==> src/common/mem_arb_pkg.sv <==
package mem_arb_pkg;

    // Bus and line geometry
    localparam int ADDR_W         = 32;
    localparam int BEAT_W         = 64;
    localparam int BEATS_PER_LINE = 4;
    localparam int LINE_W         = BEAT_W * BEATS_PER_LINE;
    localparam int LINE_OFFSET_W  = $clog2(LINE_W / 8);
    localparam int BEAT_CNT_W     = $clog2(BEATS_PER_LINE);

    // Outstanding read table
    localparam int TABLE_DEPTH    = 16;
    localparam int TABLE_IDX_W    = $clog2(TABLE_DEPTH);

    typedef logic [ADDR_W-1:0]      addr_t;
    typedef logic [BEAT_W-1:0]      beat_t;
    typedef logic [LINE_W-1:0]      line_t;
    typedef logic [BEAT_CNT_W-1:0]  beat_cnt_t;
    typedef logic [TABLE_IDX_W-1:0] table_idx_t;

    // Line request from a cache
    typedef struct packed {
        addr_t addr;
        logic  write;
        line_t wdata;
    } line_req_t;

    // Line response payload toward a cache
    typedef struct packed {
        line_t rdata;
    } line_resp_t;

    // One command beat to the banked memory
    typedef struct packed {
        addr_t addr;
        logic  read;
        logic  write;
        beat_t wdata;
    } bmem_cmd_t;

    // One returning read beat
    typedef struct packed {
        addr_t raddr;
        beat_t rdata;
    } bmem_ret_t;

    // Record of one read in flight
    typedef struct packed {
        logic  valid;
        logic  for_data;
        addr_t addr;
    } table_entry_t;

    typedef enum logic {
        ARB_IDLE,
        ARB_WRITE
    } arb_state_e;

endpackage

==> src/hw/burst_assembler.sv <==
`timescale 1ns/10ps

module burst_assembler (
    input  logic                      clk,
    input  logic                      rst,

    // Returning read beats
    input  mem_arb_pkg::bmem_ret_t    bmem_ret,
    input  logic                      bmem_rvalid,

    // Table lookup and release
    input  mem_arb_pkg::table_entry_t entries [mem_arb_pkg::TABLE_DEPTH],
    output logic                      free,
    output mem_arb_pkg::table_idx_t   free_index,

    // Write-back completion from the arbiter
    input  logic                      wr_done,

    // Line responses
    output mem_arb_pkg::line_resp_t   imem_resp,
    output logic                      imem_resp_valid,
    output mem_arb_pkg::line_resp_t   dmem_resp,
    output logic                      dmem_resp_valid
);

    import mem_arb_pkg::*;

    beat_cnt_t beat_cnt;

    // Beats 0 to 2 of the current burst, beat 0 ends up in the low bits
    logic [(BEATS_PER_LINE-1)*BEAT_W-1:0] beat_buf;

    logic       last_beat;
    logic       hit;
    logic       hit_for_data;
    table_idx_t hit_idx;
    line_t      full_line;
    line_resp_t resp_q;

    assign last_beat = bmem_rvalid && (beat_cnt == beat_cnt_t'(BEATS_PER_LINE - 1));
    assign full_line = {bmem_ret.rdata, beat_buf};

    // At most one valid entry holds a given line
    always_comb begin
        hit          = 1'b0;
        hit_for_data = 1'b0;
        hit_idx      = '0;
        for (int i = 0; i < TABLE_DEPTH; i++) begin
            if (entries[i].valid && entries[i].addr[ADDR_W-1:LINE_OFFSET_W]
                                    == bmem_ret.raddr[ADDR_W-1:LINE_OFFSET_W]) begin
                hit          = 1'b1;
                hit_for_data = entries[i].for_data;
                hit_idx      = table_idx_t'(i);
            end
        end
    end

    assign free       = last_beat && hit;
    assign free_index = hit_idx;

    always_ff @(posedge clk) begin
        if (rst) begin
            beat_cnt        <= '0;
            imem_resp_valid <= 1'b0;
            dmem_resp_valid <= 1'b0;
        end else begin
            if (bmem_rvalid) begin
                // Counter wraps to zero after the fourth beat
                beat_cnt <= beat_cnt + beat_cnt_t'(1);
            end
            imem_resp_valid <= last_beat && hit && !hit_for_data;
            dmem_resp_valid <= (last_beat && hit && hit_for_data) || wr_done;
        end
    end

    always_ff @(posedge clk) begin
        if (bmem_rvalid && !last_beat) begin
            beat_buf <= {bmem_ret.rdata, beat_buf[(BEATS_PER_LINE-1)*BEAT_W-1:BEAT_W]};
        end
        if (last_beat) begin
            resp_q.rdata <= full_line;
        end
    end

    // One line register serves both caches, the valids pick the receiver
    assign imem_resp = resp_q;
    assign dmem_resp = resp_q;

endmodule

==> src/hw/line_req_arbiter.sv <==
`timescale 1ns/10ps

module line_req_arbiter (
    input  logic                   clk,
    input  logic                   rst,

    // Instruction cache request
    input  mem_arb_pkg::line_req_t imem_req,
    input  logic                   imem_valid,
    output logic                   imem_ready,

    // Data cache request
    input  mem_arb_pkg::line_req_t dmem_req,
    input  logic                   dmem_valid,
    output logic                   dmem_ready,

    // Memory command port
    output mem_arb_pkg::bmem_cmd_t bmem_cmd,
    input  logic                   bmem_ready,

    // Outstanding table interface
    input  logic                   table_full,
    input  logic                   addr_busy,
    output logic                   alloc,
    output mem_arb_pkg::addr_t     alloc_addr,
    output logic                   alloc_for_data,

    // Write-back completion toward the assembler
    output logic                   wr_done
);

    import mem_arb_pkg::*;

    arb_state_e state;
    beat_cnt_t  beat_cnt;

    // Write-back payload, beats 1 to 3 with the next beat in the low bits
    addr_t                    wb_addr;
    logic [LINE_W-BEAT_W-1:0] wb_upper;

    line_req_t sel_req;
    logic      offer_data;
    logic      any_valid;
    logic      grant;
    logic      last_wb_beat;

    // Data side is offered whenever it asks
    assign offer_data = dmem_valid;
    assign any_valid  = dmem_valid || imem_valid;
    assign sel_req    = offer_data ? dmem_req : imem_req;

    // The table checks the offered address for a read already in flight
    assign alloc_addr     = sel_req.addr;
    assign alloc_for_data = offer_data;

    // Writes bypass the table, reads need a free entry and an idle line
    always_comb begin
        grant = 1'b0;
        if (state == ARB_IDLE && bmem_ready && any_valid) begin
            grant = sel_req.write || (!table_full && !addr_busy);
        end
    end

    assign dmem_ready = grant && offer_data;
    assign imem_ready = grant && !offer_data;
    assign alloc      = grant && !sel_req.write;

    assign last_wb_beat = (state == ARB_WRITE) && bmem_ready
                          && (beat_cnt == beat_cnt_t'(BEATS_PER_LINE - 1));

    // Completion pulse in the cycle the last beat is accepted
    assign wr_done = last_wb_beat;

    always_comb begin
        if (state == ARB_WRITE) begin
            bmem_cmd.addr  = wb_addr;
            bmem_cmd.read  = 1'b0;
            bmem_cmd.write = 1'b1;
            bmem_cmd.wdata = wb_upper[BEAT_W-1:0];
        end else begin
            // Beat 0 of a write-back leaves in the grant cycle
            bmem_cmd.addr  = sel_req.addr;
            bmem_cmd.read  = grant && !sel_req.write;
            bmem_cmd.write = grant && sel_req.write;
            bmem_cmd.wdata = sel_req.wdata[BEAT_W-1:0];
        end
    end

    always_ff @(posedge clk) begin
        if (rst) begin
            state    <= ARB_IDLE;
            beat_cnt <= '0;
        end else begin
            case (state)
                ARB_IDLE: begin
                    if (grant && sel_req.write) begin
                        state    <= ARB_WRITE;
                        beat_cnt <= beat_cnt_t'(1);
                    end
                end
                ARB_WRITE: begin
                    if (last_wb_beat) begin
                        state    <= ARB_IDLE;
                        beat_cnt <= '0;
                    end else if (bmem_ready) begin
                        beat_cnt <= beat_cnt + beat_cnt_t'(1);
                    end
                end
                default: begin
                    state <= ARB_IDLE;
                end
            endcase
        end
    end

    always_ff @(posedge clk) begin
        if (state == ARB_IDLE && grant && sel_req.write) begin
            wb_addr  <= sel_req.addr;
            wb_upper <= sel_req.wdata[LINE_W-1:BEAT_W];
        end else if (state == ARB_WRITE && bmem_ready) begin
            // Next beat moves down once the current one is taken
            wb_upper <= wb_upper >> BEAT_W;
        end
    end

endmodule

==> src/hw/mem_arb_top.sv <==
`timescale 1ns/10ps

module mem_arb_top (
    input  logic                    clk,
    input  logic                    rst,

    // Instruction cache
    input  mem_arb_pkg::line_req_t  imem_req,
    input  logic                    imem_valid,
    output logic                    imem_ready,
    output mem_arb_pkg::line_resp_t imem_resp,
    output logic                    imem_resp_valid,

    // Data cache
    input  mem_arb_pkg::line_req_t  dmem_req,
    input  logic                    dmem_valid,
    output logic                    dmem_ready,
    output mem_arb_pkg::line_resp_t dmem_resp,
    output logic                    dmem_resp_valid,

    // Banked memory
    output mem_arb_pkg::bmem_cmd_t  bmem_cmd,
    input  logic                    bmem_ready,
    input  mem_arb_pkg::bmem_ret_t  bmem_ret,
    input  logic                    bmem_rvalid
);

    import mem_arb_pkg::*;

    logic         table_full;
    logic         addr_busy;
    logic         alloc;
    addr_t        alloc_addr;
    logic         alloc_for_data;
    logic         wr_done;
    logic         free;
    table_idx_t   free_index;
    table_entry_t entries [TABLE_DEPTH];

    line_req_arbiter u_arbiter (
        .clk            (clk),
        .rst            (rst),
        .imem_req       (imem_req),
        .imem_valid     (imem_valid),
        .imem_ready     (imem_ready),
        .dmem_req       (dmem_req),
        .dmem_valid     (dmem_valid),
        .dmem_ready     (dmem_ready),
        .bmem_cmd       (bmem_cmd),
        .bmem_ready     (bmem_ready),
        .table_full     (table_full),
        .addr_busy      (addr_busy),
        .alloc          (alloc),
        .alloc_addr     (alloc_addr),
        .alloc_for_data (alloc_for_data),
        .wr_done        (wr_done)
    );

    // The offered address doubles as the busy query
    outstanding_table u_table (
        .clk            (clk),
        .rst            (rst),
        .alloc          (alloc),
        .alloc_addr     (alloc_addr),
        .alloc_for_data (alloc_for_data),
        .query_addr     (alloc_addr),
        .full           (table_full),
        .addr_busy      (addr_busy),
        .entries        (entries),
        .free           (free),
        .free_index     (free_index)
    );

    burst_assembler u_assembler (
        .clk             (clk),
        .rst             (rst),
        .bmem_ret        (bmem_ret),
        .bmem_rvalid     (bmem_rvalid),
        .entries         (entries),
        .free            (free),
        .free_index      (free_index),
        .wr_done         (wr_done),
        .imem_resp       (imem_resp),
        .imem_resp_valid (imem_resp_valid),
        .dmem_resp       (dmem_resp),
        .dmem_resp_valid (dmem_resp_valid)
    );

endmodule

==> src/hw/outstanding_table.sv <==
`timescale 1ns/10ps

module outstanding_table (
    input  logic                      clk,
    input  logic                      rst,

    // Allocation from the arbiter
    input  logic                      alloc,
    input  mem_arb_pkg::addr_t        alloc_addr,
    input  logic                      alloc_for_data,

    // Busy check for the offered address
    input  mem_arb_pkg::addr_t        query_addr,
    output logic                      full,
    output logic                      addr_busy,

    // Entry view for the assembler lookup
    output mem_arb_pkg::table_entry_t entries [mem_arb_pkg::TABLE_DEPTH],

    // Release from the assembler
    input  logic                      free,
    input  mem_arb_pkg::table_idx_t   free_index
);

    import mem_arb_pkg::*;

    logic [TABLE_DEPTH-1:0] valid_q;
    logic [TABLE_DEPTH-1:0] for_data_q;
    addr_t                  addr_q [TABLE_DEPTH];

    logic       slot_found;
    table_idx_t slot_idx;

    always_comb begin
        for (int i = 0; i < TABLE_DEPTH; i++) begin
            entries[i].valid    = valid_q[i];
            entries[i].for_data = for_data_q[i];
            entries[i].addr     = addr_q[i];
        end
    end

    // Lowest free entry
    always_comb begin
        slot_found = 1'b0;
        slot_idx   = '0;
        for (int i = 0; i < TABLE_DEPTH; i++) begin
            if (!valid_q[i] && !slot_found) begin
                slot_found = 1'b1;
                slot_idx   = table_idx_t'(i);
            end
        end
    end

    assign full = !slot_found;

    // Lines match on their address above the byte offset
    always_comb begin
        addr_busy = 1'b0;
        for (int i = 0; i < TABLE_DEPTH; i++) begin
            if (valid_q[i] && addr_q[i][ADDR_W-1:LINE_OFFSET_W]
                              == query_addr[ADDR_W-1:LINE_OFFSET_W]) begin
                addr_busy = 1'b1;
            end
        end
    end

    always_ff @(posedge clk) begin
        if (rst) begin
            valid_q <= '0;
        end else begin
            // Free and alloc never name the same entry
            if (free) begin
                valid_q[free_index] <= 1'b0;
            end
            if (alloc && slot_found) begin
                valid_q[slot_idx] <= 1'b1;
            end
        end
    end

    always_ff @(posedge clk) begin
        if (alloc && slot_found) begin
            for_data_q[slot_idx] <= alloc_for_data;
            addr_q[slot_idx]     <= alloc_addr;
        end
    end

endmodule

==> config.mk <==
export PLATFORM = sky130hd
export DESIGN_NAME = mem_arb_top
export DESIGN_NICKNAME = d
export VERILOG_FILES = /design/src/common/mem_arb_pkg.sv /design/src/hw/burst_assembler.sv /design/src/hw/line_req_arbiter.sv /design/src/hw/mem_arb_top.sv /design/src/hw/outstanding_table.sv
export SDC_FILE = /design/constraint.sdc
export NUM_CORES = 2
export LEC_CHECK = 0
export BUFFER_PORTS_ARGS = -buffer_cell sky130_fd_sc_hd__buf_2
export CORE_AREA = 3 3 508 510
export DETAILED_ROUTE_END_ITERATION = 12
export DIE_AREA = 0 0 511 513
export MAX_ROUTING_LAYER = met4
export PLACE_DENSITY = 0.47
export SLEW_MARGIN = 20
export SYNTH_ARGS = -nofsm -noshare
export SYNTH_HDL_FRONTEND = slang
export SYNTH_HIERARCHICAL = 1
export SYNTH_SLANG_ARGS = --single-unit
==> constraint.sdc <==
create_clock -name clk -period 19.2 [get_ports clk]
set_input_delay 2.88 -clock clk [delete_from_list [all_inputs] [get_ports clk]]
set_output_delay 2.88 -clock clk [all_outputs]
set_load 0.01 [all_outputs]
### Word-level counts from Yosys, hierarchy flattened

Memory sizes are Yosys's and may differ from the RTL's.
Index checks and enable logic that the tools add are counted.
Widths: inputs -> output; s select.

| word-level totals | value |
|---|---|
| register bits | 711 |
| bits in writable memories | 512 |
| input port bits | 680 |
| output and inout port bits | 614 |
| logic and storage cells | 279 |
| memories kept | 1 |

| cells by class | value |
|---|---|
| $add $sub $neg | 2 |
| $lt $le $gt $ge | 4 |
| eq/ne operators | 36 |
| muxes and demuxes | 116 |
| bitwise operators | 4 |
| reduce and logical (&&, ||, !) cells | 105 |

Memories:

| memory | words | bits a word | read ports | clocked after Yosys merged registers in | wr ports | line | RTL |
|---|---|---|---|---|---|---|---|
| u_table.addr_q | 16 | 32 | 16 | 0 | 1 | outstanding_table.sv:29 | `addr_t addr_q [TABLE_DEPTH];` |

Operators by type and width:

| cell | count |
|---|---|
| $eq 27x27->1 | 32 |
| $mux 192 | 2 |
| $mux 289 | 1 |
| $mux 98 | 1 |
| $mux 1 | 73 |
| $logic_and 1x1->1 | 66 |
| $mux 4 | 16 |
| $mux 16 | 3 |
| $logic_not 1->1 | 34 |
| $mux 3 | 8 |
| $and 16x16->16 | 1 |
| $bwmux 16 | 1 |
| $not 16->16 | 1 |
| $or 16x16->16 | 1 |
| $mux 2 | 7 |
| $lt 4x5->1 const B | 2 |
| $demux 1 s4 | 2 |
| $ge 4x1->1 const B | 2 |
| $add 2x1->2 const B | 2 |
| $eq 2x2->1 const B | 2 |
| $pmux 2 s2 | 1 |
| $logic_or 1x1->1 | 3 |
| $ne 3x2->1 const B | 1 |
| $ne 2x1->1 const B | 1 |
| other kinds (4) | 4 |

### Longest topological paths before layout

| depth | value |
|---|---|
| word-level depth | 52 |
| gate-level depth with buffers | 18 |
| gate-level depth less buffers | 14 |

### Cells and area by module

Netlist, hierarchy kept.

Modules (own cells, without submodules):

| module | instances | cells each | area an instance (sq um) |
|---|---|---|---|
| outstanding_table | 1 | 1294 | 22268.9 |
| burst_assembler | 1 | 1449 | 21317.9 |
| line_req_arbiter | 1 | 1003 | 13850.8 |

### Least setup slack after synthesis

No wires, ideal clock.

| path | value |
|---|---|
| path type | input to register |
| from | input port bmem_rvalid |
| to | register u_assembler.beat_buf[0] (enable) |
| arrival time | 11.162 ns |
| slack | 7.268 ns |
| cell stages on the path | 1 |
| buffers on the path | 0 |
| cells stage by stage | nor2b_1 |

| between the ends | value |
|---|---|
| cells in the longest elaborated chain, start to end | 3 |

Ends and longest elaborated chain:

| element | line | RTL |
|---|---|---|
| start, declared | mem_arb_top.sv:25 | `input logic bmem_rvalid` |
| $logic_and 1x1->1 | burst_assembler.sv:40 | `assign last_beat = bmem_rvalid && (beat_cnt == beat_cnt_t'(BEATS_PER_LINE - 1));` |
| $logic_not 1->1 | burst_assembler.sv:77 | `if (bmem_rvalid && !last_beat) begin` |
| $logic_and 1x1->1 * | burst_assembler.sv:77 |  |
| end signal, assigned | burst_assembler.sv:78 | `beat_buf <= {bmem_ret.rdata, beat_buf[(BEATS_PER_LINE-1)*BEAT_W-1:BEAT_W]};` |
| end, declared | burst_assembler.sv:31 | `logic [(BEATS_PER_LINE-1)*BEAT_W-1:0] beat_buf;` |

Mark *: on every way between the ends. The rest lies on a longest branch, timed or not.
A chain may end at the register's enable or synchronous reset.

### Final worst setup path

| path | value |
|---|---|
| from | input port dmem_valid |
| to | output port imem_ready |

| between the ends | value |
|---|---|
| cells in the longest elaborated chain, start to end | 24 |
| elaborated cells on any way between the ends | 57 |
| those cells by class | eq/ne (16); mux (18); reduce/logical (23) |

Ends and longest elaborated chain:

| element | line | RTL |
|---|---|---|
| start, declared | mem_arb_top.sv:16 | `input logic dmem_valid,` |
| $mux 289 * | line_req_arbiter.sv:50 | `assign sel_req = offer_data ? dmem_req : imem_req;` |
| via alloc_addr[28] | mem_arb_top.sv:33 | `addr_t alloc_addr;` |
| $eq 27x27->1 | outstanding_table.sv:61 | `== query_addr[ADDR_W-1:LINE_OFFSET_W]) begin` |
| $logic_and 1x1->1 | outstanding_table.sv:60 | `if (valid_q[i] && addr_q[i][ADDR_W-1:LINE_OFFSET_W]` |
| $mux 1 (15 in a row) | outstanding_table.sv:60 |  |
| $mux 1 * | outstanding_table.sv:60 |  |
| via addr_busy | mem_arb_top.sv:31 | `logic addr_busy;` |
| $logic_not 1->1 * | line_req_arbiter.sv:60 | `grant = sel_req.write \|\| (!table_full && !addr_busy);` |
| $logic_and 1x1->1 * | line_req_arbiter.sv:60 |  |
| $logic_or 1x1->1 * | line_req_arbiter.sv:60 |  |
| $mux 1 * | line_req_arbiter.sv:59 | `if (state == ARB_IDLE && bmem_ready && any_valid) begin` |
| $logic_and 1x1->1 * | line_req_arbiter.sv:65 | `assign imem_ready = grant && !offer_data;` |
| end, declared | mem_arb_top.sv:10 | `output logic imem_ready,` |

Mark *: on every way through the listed nets, which the timed path passes. The rest lies on a longest branch.

==> metrics.txt <==
status finished, final reports clean; total number of vias 36.4k; post_cts resized 0; worst-case clock skew 63.4 ps; total standard cell area after synthesis 55000 µm²; transition at the pin with the smallest max-transition slack 1110 ps; number of placement rows 185; overall die area 262000 µm²; first element of the critical path dmem_valid; Data required, critical path 16320 ps; number of clock sinks 1143; global-route met2 utilization 30.8%; leading cell types in the layout, fill and taps excluded 1287 x sky130_fd_sc_hd__buf_2, 1120 x sky130_fd_sc_hd__edfxtp_1, 561 x sky130_fd_sc_hd__xnor2_1, 300 x sky130_fd_sc_hd__xor2_1, 215 x sky130_fd_sc_hd__mux2_2; shortest clock period the worst path allows after layout 10750 ps; clock-pin transition on the worst setup and hold timing paths 60 ps; number of endpoints with negative hold slack in the final report 0; instance count of the mapped netlist 3661; pwr dens 89.9 nW/µm²; share of the clock period used by the worst path 56.0%; proportion of layout cells with a drive suffix above 1 39.9%; slowest library cell on the worst path sky130_fd_sc_hd__buf_4; unrepaired setup endpoints after global routing no; Total Routing Usage GR 21.9%; core area 254000 µm²; H-tree levels 4; leakage power 23.9 nW; estimated wirelength of the detail-placed design 226000 µm; most common library cell in the layout ignoring fill and taps sky130_fd_sc_hd__buf_2; CP cell instances buf_8 > buf_4 > mux2_2 > buf_4 > buf_4 > xor2_1 > nor4_1 > nand4_1 > nand4_1 > or4_1 > nor2_1 > nor2_1 > nor4b_1 > buf_4 > buf_2; area added between synthesis and finish 22.5%; Avg Cell Area, Syn 15.0 µm²; master cell of the clock root buffer sky130_fd_sc_hd__clkbuf_16; capturing element of the worst setup path imem_ready; Total Neg Setup Slack 0 ps; worst r2r dst u_arbiter/wb_upper[115]; total wire length after detailed routing 291000 µm; number of pins exceeding their max-slew limit in the final report 0; CP Data Arrival Time 7870 ps; Setup Buffers After CTS 0; type of element capturing the critical path output pin; path type of the worst min-delay path reg2reg; initial antenna violation count 139; Yosys warning count 6; DRT iter0 DRCs 3839; overflow left after global routing 0; normalized max-slew margin 26.0%; met3 usage in global routing 10.6%; number of buffers inserted for hold repair after clock tree synthesis 0; Final ANT Viol Nets 0; Die X-Extent 511 µm; MaxCap Viol Count 0; RePlAce Congestion 0.984; port bufs 1288; fin nets 5394; worst setup path class in2out; worst hold path stage count 0; cts bufs inserted 138; startpoint kind of the worst setup timing path input port; detail-routed net length per standard cell 35.0 µm; launch point of the worst reg-to-reg path u_arbiter/state; layer with the highest usage after global routing met2; number of cells on the worst reg-to-reg path 7; starting utilization of the core area 21.7%; Peak VDD IR 0.0747 mV; die span in y 513 µm; Max Fclk 93.0 MHz; Cell Count, Final, Fillers Out 8332; Placed Cells incl. Taps 7938; Worst path most repeated cell sky130_fd_sc_hd__buf_4; highest cell delay on the worst timing path 690 ps; critical path fanouts, max 69; Longest Clk Path Bufs 3; met1 usage in global routing 27.6%; first-pass GRT wire length 367000 µm; drt drc 0; clock network latency to the later pin of the worst-skew pair 810 ps; Net Count, Synth 4343; maximum number of pins on one net before global-route repair 163; top-level I/O count 1294; via count of the first global-routing pass 35.9k; per-cell via count in the routed design 4.37; worst-case hold slack 415 ps; clock tree from TritonCTS built; detailed-routing iteration count for the pre-antenna-repair pass 6; register-to-register path setup slack 14520 ps; number of setup violations in the final report 0
==> critical path: cells and delay by family <==
family,cells,cell delay [ps]
AND/OR/NAND/NOR,7,1950
multiplexers,1,280
XOR/XNOR,1,170
buffers and inverters,6,2360
==> routing by layer <==
metal / routed length (µm) / vias up
met5: 0 / -
met3: 36300 / 388
met1: 124000 / 18733
li1: - / 15449
met2: 123000 / 1879
met4: 8520 / 0
==> cell type report <==
type                            instances  area (µm²)
Antenna cell                          153         383
Inverter                               20        95.1
Fill cell                           26441      187000
Clock inverter                         66         702
Multi-Input combinational cell       2031       17100
Sequential cell                      1143       34100
Timing Repair Buffer                 1378        7180
Clock buffer                          175        3610
Tap cell                             3366        4210
==> state kept, by name, indices dropped and copies added (netlist names), 2 cells and up <==
| name | cells |
|---|---|
| u_assembler/dmem_resp | 256 |
| u_table/addr_q | 432 |
| u_table/valid_q | 16 |
| u_arbiter/beat_cnt | 2 |
| u_assembler/beat_buf | 192 |
| u_table/for_data_q | 16 |
| u_assembler/beat_cnt | 2 |
| u_arbiter/wb_upper | 192 |
| u_arbiter/wb_addr | 32 |
==> worst min-delay path by stage <==
stage	startpoint	to	slack (ps)
floorplan	u_assembler/beat_buf[0]	u_assembler/dmem_resp[0]	400
global placement	u_assembler/beat_buf[51]	u_assembler/dmem_resp[51]	400
detailed placement	u_assembler/beat_buf[11]	u_assembler/dmem_resp[11]	400
CTS	u_assembler/beat_buf[58]	u_assembler/dmem_resp[58]	420
global route	u_assembler/beat_buf[8]	u_assembler/dmem_resp[8]	420
finish	u_assembler/beat_buf[21]	u_assembler/dmem_resp[21]	420
==> through the flow <==
stage                     util, %  total power [mW]  cell area [µm²]  worst slack (ps)
after floorplan                 -              3.29            55000              7270
after global placement       24.7              3.57            62700              8370
after detailed placement     24.7              3.57            62700              8450
after CTS                    26.4              6.13            67000              8430
after global routing         26.5              6.26            67300              8330
final                        26.5              6.06            67400              8450
==> report_power, final <==
group	internal, mW	switching (mW)	total [mW]
Combinational	0.242	0.410	0.652
Clock	1.41	1.14	2.54
Sequential	2.83	0.0318	2.87
No activity file was read; power rests on OpenSTA's default activity.
